File: config.mk
export PLATFORM = sky130hd
export DESIGN_NAME = usb_link
export DESIGN_NICKNAME = d
export VERILOG_FILES = /design/src/design/types.sv /design/src/design/usb_link.sv /design/src/design/usb_crc16.sv /design/src/design/usb_rx.sv /design/src/design/usb_tx.sv
export SDC_FILE = /design/constraint.sdc
export NUM_CORES = 1
export LEC_CHECK = 0
export ABC_AREA = 1
export BUFFER_PORTS_ARGS = -buffer_cell sky130_fd_sc_hd__buf_2
export CAP_MARGIN = 10
export CELL_PAD_IN_SITES_DETAIL_PLACEMENT = 1
export CELL_PAD_IN_SITES_GLOBAL_PLACEMENT = 1
export CORE_MARGIN = 5
export CORE_UTILIZATION = 35
export DETAILED_ROUTE_END_ITERATION = 7
export GPL_ROUTABILITY_DRIVEN = 0
export GPL_TIMING_DRIVEN = 0
export PLACE_DENSITY = 0.72
export SYNTH_ARGS = -nofsm -noshare
export SYNTH_HDL_FRONTEND = slang
export SYNTH_HIERARCHICAL = 1
export SYNTH_SLANG_ARGS = --single-unit
File: constraint.sdc
create_clock -name clk -period 2.57 [get_ports clk]
set_input_delay 0.1285 -clock clk [delete_from_list [all_inputs] [get_ports clk]]
set_output_delay 0.1285 -clock clk [all_outputs]
set_load 0.03 [all_outputs]
File: src/design/types.sv
// --------------------------------------------------------------------
// Shared line-state, received-byte and link constants for the USB
// low-speed engine; imported by every design file.
// --------------------------------------------------------------------
`default_nettype none

package types;

   // D+ then D-; low speed idles with D- high
   typedef enum logic [1:0] {
      SE0 = 2'b00,
      J   = 2'b01,  // idle state
      K   = 2'b10,
      SE1 = 2'b11   // illegal on the bus
   } d_port_t;

   typedef struct packed {
      logic [7:0] data;   // received byte
      logic       first;  // first byte after SYNC (PID)
   } rx_byte_t;

   localparam int          CLKS_PER_BIT   = 16;  // 24 MHz / 1.5 MHz
   localparam int          BIT_CNT_W      = $clog2(CLKS_PER_BIT);
   localparam logic [7:0]  SYNC_PATTERN   = 8'b10000000;  // lsb goes out first
   localparam int          STUFF_LIMIT    = 6;

   // 16'h8005 and 16'h800D, bit reversed for lsb-first shifting
   localparam logic [15:0] CRC16_POLY     = 16'hA001;
   localparam logic [15:0] CRC16_RESIDUAL = 16'hB001;

endpackage

`default_nettype wire
File: src/design/usb_link.sv
// --------------------------------------------------------------------
// USB low-speed link top: sender, receiver and CRC16 checker.
// Transmit and receive pins are separate, loop them for a self test.
// --------------------------------------------------------------------
`default_nettype none

module usb_link
   import types::*;
(
   input  logic       clk,
   input  logic       reset,

   // transmit side
   input  logic [7:0] data,
   input  logic       valid,
   output logic       ready,
   output d_port_t    d_o,
   output logic       d_en,

   // receive side
   input  d_port_t    d_i,
   output rx_byte_t   rx_byte,
   output logic       rx_strobe,
   output logic       rx_active,
   output logic       rx_eop,
   output logic       crc_ok
);

   usb_tx u_tx (
      .clk   (clk),
      .reset (reset),
      .data  (data),
      .valid (valid),
      .ready (ready),
      .d_o   (d_o),
      .d_en  (d_en)
   );

   usb_rx u_rx (
      .clk       (clk),
      .reset     (reset),
      .d_i       (d_i),
      .rx_byte   (rx_byte),
      .rx_strobe (rx_strobe),
      .rx_active (rx_active),
      .rx_eop    (rx_eop)
   );

   usb_crc16 u_crc16 (
      .clk       (clk),
      .reset     (reset),
      .rx_byte   (rx_byte),
      .rx_strobe (rx_strobe),
      .crc_ok    (crc_ok)
   );

endmodule

`default_nettype wire

File: src/design/usb_crc16.sv
// --------------------------------------------------------------------
// CRC16 check on received data packets, one byte per strobe.
// crc_ok is valid at EOP once the CRC bytes have gone through.
// --------------------------------------------------------------------
`default_nettype none

module usb_crc16
   import types::*;
(
   input  logic     clk,
   input  logic     reset,
   input  rx_byte_t rx_byte,
   input  logic     rx_strobe,
   output logic     crc_ok
);

   logic [15:0] crc;

   // eight serial steps, lsb first
   function automatic logic [15:0] crc16_update(input logic [15:0] crc_in,
                                                input logic [7:0]  data);
      logic [15:0] c;
      logic        fb;
      int          i;
      c = crc_in;
      for (i = 0; i < 8; i++)
      begin
         fb = c[0] ^ data[i];
         c  = c >> 1;
         if (fb)
            c = c ^ CRC16_POLY;
      end
      return c;
   endfunction

   always_ff @(posedge clk)
      if (reset)
         crc <= '1;
      else if (rx_strobe)
         crc <= rx_byte.first ? '1 : crc16_update(crc, rx_byte.data);  // PID skipped

   always_comb
      crc_ok = (crc == CRC16_RESIDUAL);

endmodule

`default_nettype wire

File: src/design/usb_rx.sv
// --------------------------------------------------------------------
// USB low-speed receiver: finds SYNC, decodes NRZI, drops stuffed bits
// and strobes out bytes lsb first until a two-bit SE0 ends the packet.
// --------------------------------------------------------------------
`default_nettype none

module usb_rx
   import types::*;
(
   input  logic     clk,
   input  logic     reset,
   input  d_port_t  d_i,
   output rx_byte_t rx_byte,
   output logic     rx_strobe,  // one cycle per byte
   output logic     rx_active,  // SYNC seen, no EOP yet
   output logic     rx_eop      // end of packet pulse
);

   typedef enum logic {
      RX_IDLE,
      RX_DATA
   } rx_state_t;

   rx_state_t            rx_state;
   d_port_t              d_meta;
   d_port_t              d_sync;
   d_port_t              d_last;
   d_port_t              last_sample;  // previous J/K sample
   logic [BIT_CNT_W-1:0] phase;        // clocks since last edge
   logic [7:0]           sync_shift;
   logic [7:0]           sync_next;
   logic [7:0]           data_shift;
   logic [7:0]           data_next;
   logic [2:0]           ones;
   logic [2:0]           bit_count;
   logic                 first_pending;
   logic                 se0_seen;
   logic                 sample;
   logic                 is_jk;
   logic                 line_se0;
   logic                 transition;
   logic                 rx_bit;
   logic                 data_bit_en;

   always_ff @(posedge clk)
      if (reset)
      begin
         d_meta <= J;
         d_sync <= J;
         d_last <= J;
      end
      else
      begin
         d_meta <= d_i;
         d_sync <= d_meta;
         d_last <= d_sync;
      end

   always_comb
   begin
      is_jk       = (d_sync == J) || (d_sync == K);
      line_se0    = (d_sync == SE0);
      transition  = is_jk && (d_sync != d_last);
      sample      = (phase == BIT_CNT_W'(CLKS_PER_BIT / 2));  // mid bit
      rx_bit      = (d_sync == last_sample);                   // no change is a one
      sync_next   = {rx_bit, sync_shift[7:1]};
      data_next   = {rx_bit, data_shift[7:1]};
      data_bit_en = sample && is_jk && (rx_state == RX_DATA) && (ones != STUFF_LIMIT);
      rx_active   = (rx_state == RX_DATA);
   end

   // realign the bit phase on every J/K edge
   always_ff @(posedge clk)
      if (reset || transition)
         phase <= '0;
      else if (phase == BIT_CNT_W'(CLKS_PER_BIT - 1))
         phase <= '0;
      else
         phase <= phase + 1'b1;

   always_ff @(posedge clk)
      if (reset)
      begin
         rx_state      <= RX_IDLE;
         last_sample   <= J;
         sync_shift    <= '1;
         ones          <= 3'd0;
         bit_count     <= 3'd0;
         first_pending <= 1'b0;
         se0_seen      <= 1'b0;
         rx_strobe     <= 1'b0;
         rx_eop        <= 1'b0;
      end
      else
      begin
         rx_strobe <= 1'b0;
         rx_eop    <= 1'b0;
         if (sample && line_se0)
         begin
            se0_seen <= 1'b1;
            if (se0_seen && rx_state == RX_DATA)
            begin
               rx_eop      <= 1'b1;
               rx_state    <= RX_IDLE;
               sync_shift  <= '1;  // no stale zeros toward the next SYNC
               last_sample <= J;
            end
         end
         else if (sample && is_jk)
         begin
            se0_seen    <= 1'b0;
            last_sample <= d_sync;
            if (rx_state == RX_IDLE)
            begin
               sync_shift <= sync_next;
               if (sync_next == SYNC_PATTERN)
               begin
                  rx_state      <= RX_DATA;
                  ones          <= 3'd1;  // last SYNC bit starts the run
                  bit_count     <= 3'd0;
                  first_pending <= 1'b1;
               end
            end
            else if (ones == STUFF_LIMIT)
               ones <= 3'd0;  // stuffed zero
            else
            begin
               ones      <= rx_bit ? ones + 3'd1 : 3'd0;
               bit_count <= bit_count + 3'd1;
               if (bit_count == 3'd7)
               begin
                  rx_strobe     <= 1'b1;
                  first_pending <= 1'b0;
               end
            end
         end
      end

   always_ff @(posedge clk)
      if (data_bit_en)
      begin
         data_shift <= data_next;
         if (bit_count == 3'd7)
         begin
            rx_byte.data  <= data_next;
            rx_byte.first <= first_pending;
         end
      end

endmodule

`default_nettype wire

File: src/design/usb_tx.sv
// --------------------------------------------------------------------
// USB low-speed sender: SYNC, bit stuffing, NRZI and EOP on D+/D-.
// A rise of valid starts a packet, each ready pulse takes one byte.
// --------------------------------------------------------------------
`default_nettype none

module usb_tx
   import types::*;
(
   input  logic       clk,    // 24 MHz
   input  logic       reset,
   input  logic [7:0] data,   // byte from the SIE
   input  logic       valid,  // rise starts SYNC, fall ends packet
   output logic       ready,  // data taken
   output d_port_t    d_o,
   output logic       d_en
);

   typedef enum logic [2:0] {
      TX_RESET,
      TX_WAIT,
      SEND_SYNC,
      TX_DATA_LOAD,
      TX_DATA_WAIT,
      SEND_EOP
   } tx_state_t;

   tx_state_t            tx_state;
   tx_state_t            tx_next;
   logic [BIT_CNT_W-1:0] clk_counter;  // clocks within a line bit
   logic [2:0]           bit_counter;  // bit of byte, or EOP bit
   logic [2:0]           num_ones;     // run of ones on the line
   logic [7:0]           tx_load;      // next byte
   logic [7:0]           tx_shift;     // byte on the wire
   logic                 nrzi;         // 1 drives K
   logic                 active;
   logic                 data_phase;
   logic                 en_bit;
   logic                 stuffing;
   logic                 tx_serial;
   logic                 last_bit;
   logic                 eop_start;
   logic                 send_bit;

   always_comb
   begin
      active     = (tx_state != TX_RESET) && (tx_state != TX_WAIT);
      data_phase = (tx_state == SEND_SYNC) || (tx_state == TX_DATA_LOAD) ||
                   (tx_state == TX_DATA_WAIT);
      en_bit     = active && (clk_counter == '0);
      stuffing   = (num_ones == STUFF_LIMIT);
      tx_serial  = stuffing ? 1'b0 : tx_shift[0];
      ready      = en_bit && !stuffing && (bit_counter == 3'd6) &&
                   ((tx_state == SEND_SYNC) || (tx_state == TX_DATA_WAIT));
      last_bit   = en_bit && !stuffing && (tx_state == TX_DATA_LOAD) &&
                   (bit_counter == 3'd7);
      eop_start  = en_bit && !stuffing && (tx_state == TX_DATA_LOAD) &&
                   (bit_counter == 3'd0);  // only reached once valid is gone
      send_bit   = en_bit && data_phase && !eop_start;
      d_en       = active;
   end

   always_ff @(posedge clk)
      if (reset || !active)
         clk_counter <= '0;
      else if (clk_counter == BIT_CNT_W'(CLKS_PER_BIT - 1))
         clk_counter <= '0;
      else
         clk_counter <= clk_counter + 1'b1;

   always_ff @(posedge clk)
      if (reset || !active)
         bit_counter <= 3'd0;
      else if (eop_start)
         bit_counter <= 3'd0;
      else if (send_bit && !stuffing)
         bit_counter <= bit_counter + 3'd1;  // wraps at byte end
      else if (en_bit && tx_state == SEND_EOP)
         bit_counter <= bit_counter + 3'd1;

   always_ff @(posedge clk)
      if (reset)
         tx_state <= TX_RESET;
      else
         tx_state <= tx_next;

   always_comb
   begin
      tx_next = tx_state;
      case (tx_state)
         TX_RESET:
            tx_next = TX_WAIT;
         TX_WAIT:
            if (valid)
               tx_next = SEND_SYNC;
         SEND_SYNC:
            if (ready)
               tx_next = TX_DATA_LOAD;
         TX_DATA_LOAD:
            if (last_bit && valid)
               tx_next = TX_DATA_WAIT;
            else if (eop_start)
               tx_next = SEND_EOP;
         TX_DATA_WAIT:
            if (ready)
               tx_next = TX_DATA_LOAD;
         SEND_EOP:
            if (en_bit && bit_counter == 3'd2)
               tx_next = TX_WAIT;
         default:
            tx_next = TX_RESET;
      endcase
   end

   always_ff @(posedge clk)
      if (ready)
         tx_load <= data;

   always_ff @(posedge clk)
      if (tx_state == TX_WAIT && valid)
         tx_shift <= SYNC_PATTERN;
      else if (send_bit && !stuffing)
      begin
         if (last_bit)
            tx_shift <= tx_load;
         else
            tx_shift <= {1'b0, tx_shift[7:1]};
      end

   always_ff @(posedge clk)
      if (reset || !active)
         num_ones <= 3'd0;
      else if (send_bit)
         num_ones <= tx_serial ? num_ones + 3'd1 : 3'd0;

   // zero toggles the line, one keeps it
   always_ff @(posedge clk)
      if (reset || !active)
         nrzi <= 1'b0;
      else if (send_bit && !tx_serial)
         nrzi <= ~nrzi;

   always_comb
      case (tx_state)
         SEND_SYNC, TX_DATA_LOAD, TX_DATA_WAIT:
            d_o = nrzi ? K : J;
         SEND_EOP:
            d_o = (bit_counter < 3'd2) ? SE0 : J;  // two bits SE0, one bit J
         default:
            d_o = J;
      endcase

endmodule

`default_nettype wire

# == Word-level counts from Yosys, hierarchy flattened ==
# Index checks and enable logic that the tools add are counted.
# classes
addsub,6
n_lt_le_gt_ge,1
eq_ne,30
n_mux,64
n_bitwise,20
reduce_logical,54
# ops
cell,n
two-way mux 16 bit,23
two-way mux 3 bit,15
two-way mux 8 bit,5
NOT 2 -> 3 bit,8
logical AND 1 bit,22
equality test 3 bit (second input constant),7
equality test 16 bit (second input constant),1
two-way mux 1 bit,15
one-hot mux 3 bit (5 select lines),1
adder 3 x 1 -> 3 bit (second input constant),4
equality test 4 bit (second input constant),3
!= test 2 bit (second input constant),6
OR reduction 2 bit,5
equality test 3 x 2 -> 1 bit (second input constant),3
adder 4 x 1 -> 4 bit (second input constant),2
equality test 8 bit (second input constant),1
two-way mux 2 bit,4
AND reduction 4 bit,2
XOR 1 bit,8
zero test 3 bit,2
logical OR 1 bit,6
AND reduction 3 bit,2
nonzero test 2 bit,3
AND reduction 5 bit,1
other kinds (19),26
# totals
regBits,94
in_bits,13

# == Longest topological paths before layout ==
# logic_depth
word_depth,31
depth_mapped,19
depth_no_buf,19

# == By module ==
# The synthesis kept the hierarchy.
# modules_own_cells
mod,instances,cells_each,area_each_um2
usb_rx,1,178,1864.3
usb_tx,1,194,1576.5
usb_crc16,1,150,1079.8

# == Least setup slack after synthesis ==
# OpenSTA, ideal clock, no wires.
# synth_timing
kind,reg-to-reg
start,register u_tx.num_ones[0]
end,register u_tx.tx_load[0] (enable)
t_arrival_ns,2.043
required_time_ns,2.158
slack_ns,0.115
path_stages_with_launch,6
synth_period_minus_slack_ns,2.455
cell_sequence,dfxtp_1 inv_1 ha_1 nand2_2 nand4_1 nor3_1
# synth_between
elab_chain_len,5
# synth_lines
item,line,rtl
start: declaration,usb_tx.sv:32,logic [2:0] num_ones;
start signal: assignment,usb_tx.sv:134,num_ones <= tx_serial ? num_ones + 3'd1 : 3'd0;
equality test 3 bit,usb_tx.sv:51,stuffing = (num_ones == STUFF_LIMIT);
zero test 1 bit,usb_tx.sv:53,ready = en_bit && !stuffing && (bit_counter == 3'd6) &&
logical AND 1 bit (3 in series),usb_tx.sv:53,
named net ready,usb_link.sv:16,"output logic ready,"
end signal: assignment,usb_tx.sv:117,tx_load <= data;
end: declaration,usb_tx.sv:33,logic [7:0] tx_load;
# The timed path passes the listed nets, and every way through them passes these cells.
# A chain may end at the register's enable or synchronous reset.

# == Worst setup path after layout ==
# layout_timing
start,register u_tx.num_ones[0]
end,output ready
# layout_between
elab_chain_len,5
# layout_lines
item,line
equality test 3 bit,usb_tx.sv:51
zero test 1 bit,usb_tx.sv:53
logical AND 1 bit (3 in series),usb_tx.sv:53
end: declaration,usb_link.sv:16
# No other way between the ends.

==> out/metrics.cfg <==
[outcome]
status=finished, final reports clean

[worst_setup_path]
crit_slowest_cell=nor3_2
crit_required_ps=2440
cp-start-kind=flip-flop
cp.arrival_ps=2240
critPathTopFamily=simple AND/OR/NAND/NOR gates
path_cells=inv_1 > ha_1 > nand2_2 > nand4_1 > nor3_2 > buf_2
slowest_delay_ps=570
cp-end-kind=output pin
worst-setup-path-type=flip-flop to output pin
crit_buf_inv=2
critPathMaxFanout=9

[synthesis]
synth_top_area_cell=dfxtp_1
yosysUniqueCellTypes=43
netlist.area_leader.share_pct=30.11
synth_area_per_cell_um2=8.660
synthArstFlopShare_pct=0
synth_area_leaders=dfxtp_1 (30%), edfxtp_1 (16%), nand2_1 (8.0%)
ys_ff_latch=92
syn_inst=522
ys_seq_area_share_pct=46.06
synth.net_count=550
syn_area_um2=4521
synth-edff-count=24
synth_ff_type=dfxtp_1
ys_warn_count=6

[drt]
drt-pass1-iter-count=4
wl_per_cell_um=14.02
routed_wl_mm=10.50
avgViaCountPerCell=4.764
drt_iter0_drc=149
ant_nets=0
num_vias=3568
drc=0

[global_route]
grt_max_degree=17
grtUsageMet2_pct=26.23
met3_usage_pct=2.816
top_usage_layer=met2
grt-ovfl-total=0
grt_pass1_wl_mm=17.80
grt_util_all_layers_pct=14.70
antenna_found_initial=0
grt_pass1_vias=3767
use_met1_pct=17.70

[die]
initial_core_util_pct=35.82
die_h_um=123.7
num_rows=41
dieArea_um2=15290
boundaryPins=30
placeableCoreArea_um2=12620
die_w_um=123.7

[cells_and_area]
drive_above_1_share_pct=19.58
post-route-util_pct=42.03
multiInputGateArea_um2=2125
antenna_cells=0
n_fill_cell=1527
nNetsFinal=600
seq_area_um2=2082
syn2layout_area_growth_pct=17.33

[sta]
fin_worst_skew_ps=6.869
worst_slew_pin_slew_ps=847.2
fin_hold_ws_ps=156.2
max_slew_margin_pct=43.27
slew_violations=0
rsz0062_at_grt=false
setup_viol=0
fmax_ghz=0.4226
fin_setup_tns_ps=0
post-route-period-util_pct=92.08
hold_viol_final=0
final.min_clock_period_ps=2367

[pwr]
irDropWorstVdd_mv=0.2818
p_leak_nw=2.232
p_per_area_nw_per_um2=712.0
p_total_mw=3.776

[clocking]
cts_inserted_buffers=9
ctsHtreeMaxLevel=3
clk_pin_slew_worst_paths_ps=60
cts_tree=done
clk_latency_ps=340
clockBufferDepth=2
post_cts_buffers=0
clkSinkCount=92
cts_root_buffer=clkbuf_16

[hold_path]
worstHoldPathType=primary input to flip-flop

[place]
io_buffers=29
dp_hpwl_mm=7.920

[job]
cap_viol_max_count=0

==> cell families (layout without fill, tap and decap cells) <==
group | Yosys count | after routing | synth area share (%)
AO/OA/AOI/OAI | 83 | 83 | 10.60
AND/OR/NAND/NOR | 241 | 241 | 28.65
flip-flops | 92 | 92 | 46.06
XOR/XNOR | 15 | 15 | 3.488
adder cells (fa/ha/maj) | 15 | 15 | 4.152
buffers and inverters | 76 | 131 | 7.058
==> synthesized netlist by cell type (2+ instances only) <==
cell / instances
nand2_1: 96
dfxtp_1: 68
inv_1: 58
nand3_1: 46
nor2_1: 43
a21oi_1: 36
edfxtp_1: 24
o21ai_0: 24
ha_1: 15
o211ai_1: 10
nand2_4: 9
inv_2: 8
nand2_2: 8
nand3_2: 8
xor2_1: 8
o21ai_2: 6
nor3_1: 5
xnor2_1: 5
nand3_4: 4
nand4_1: 4
nor2_4: 4
buf_4: 3
buf_6: 3
clkbuf_1: 3
o21ai_1: 3
or2_2: 3
nor4_1: 2
==> power breakdown <==
group / total [mW] / switching [mW] / internal (mW)
registers: 1.63 / 0.0607 / 1.57
clock network: 1.41 / 0.553 / 0.854
logic: 0.739 / 0.490 / 0.250
total: 3.78 / 1.10 / 2.67
==> path summary, 6_finish.rpt <==
path	from	to	slack (ps)	depth (start not counted)
min reg2reg	u_rx/d_meta[1]	u_rx/d_sync[1]	400	2
min	reset	u_tx/tx_state[1]	160	2
max	u_tx/num_ones[0]	ready	200	6
max reg2reg	u_rx/rx_byte[2]	u_crc16/crc[11]	450	14
==> cells in the final DEF (no fill, tap or decap), drive strengths merged, types with 13 or more instances in the layout <==
master / n
a21oi: 37
clkbuf: 13
nor2: 49
buf: 35
edfxtp: 24
ha: 15
nand2: 114
nand3: 58
o21ai: 33
dfxtp: 68
inv: 67
==> final cells by class <==
class	instances	area share [%]
sequential	92	39.25
multi-input combinational	354	40.06
buffer	9	1.274
clock inverter	6	1.675
clock buffer	10	4.317
inverter	67	4.742
timing repair buffer	39	4.624
tap	172	4.058
==> through the flow <==
step           setup WS [ps]  area (um2)  cells
6_report               203.4        5304    749
5_1_grt                6.250        5304    749
4_1_cts                171.2        5304    749
3_5_place_dp           168.1        4881    723
3_3_place_gp           256.0        4881    723
2_1_floorplan          114.9        4521    522
==> sequential cells by signal (all words and copies together), names as in the netlist, 4 cells and up <==
signal            count
u_tx/tx_shift         8
u_rx/sync_shift       7
u_rx/rx_byte          9
u_tx/clk_counter      4
u_tx/tx_load          8
u_rx/phase            4
u_rx/data_shift       7
u_crc16/crc          16
==> metal layers <==
metal / share of wire [%] / wire, um
met5: 0 / 0
met4: 1.4 / 146
met3: 2.4 / 249
met2: 51 / 5405
met1: 45 / 4701
==> timing repair <==
action / CTS / global route
endpoints found under the setup margin: 1 / 0
gates resized for setup: 1 / 0
hold endpoints to repair: 10 / 0
hold buffers: 10 / 0
==> worst register-to-register path: stages, from the launching register on <==
cell and delay [ps]:
edfxtp_1 440, xnor2_1 250, nand2_2 100, nand2_2 130
nand2_4 70, nand2_2 90, nand2_4 80, nand2_4 70
nand2_1 70, nand3_2 100, nand2_4 80, inv_1 100
nor2_1 50, nor3_1 260, o21ai_0 110
No activity file was read; power rests on OpenSTA's default activity.
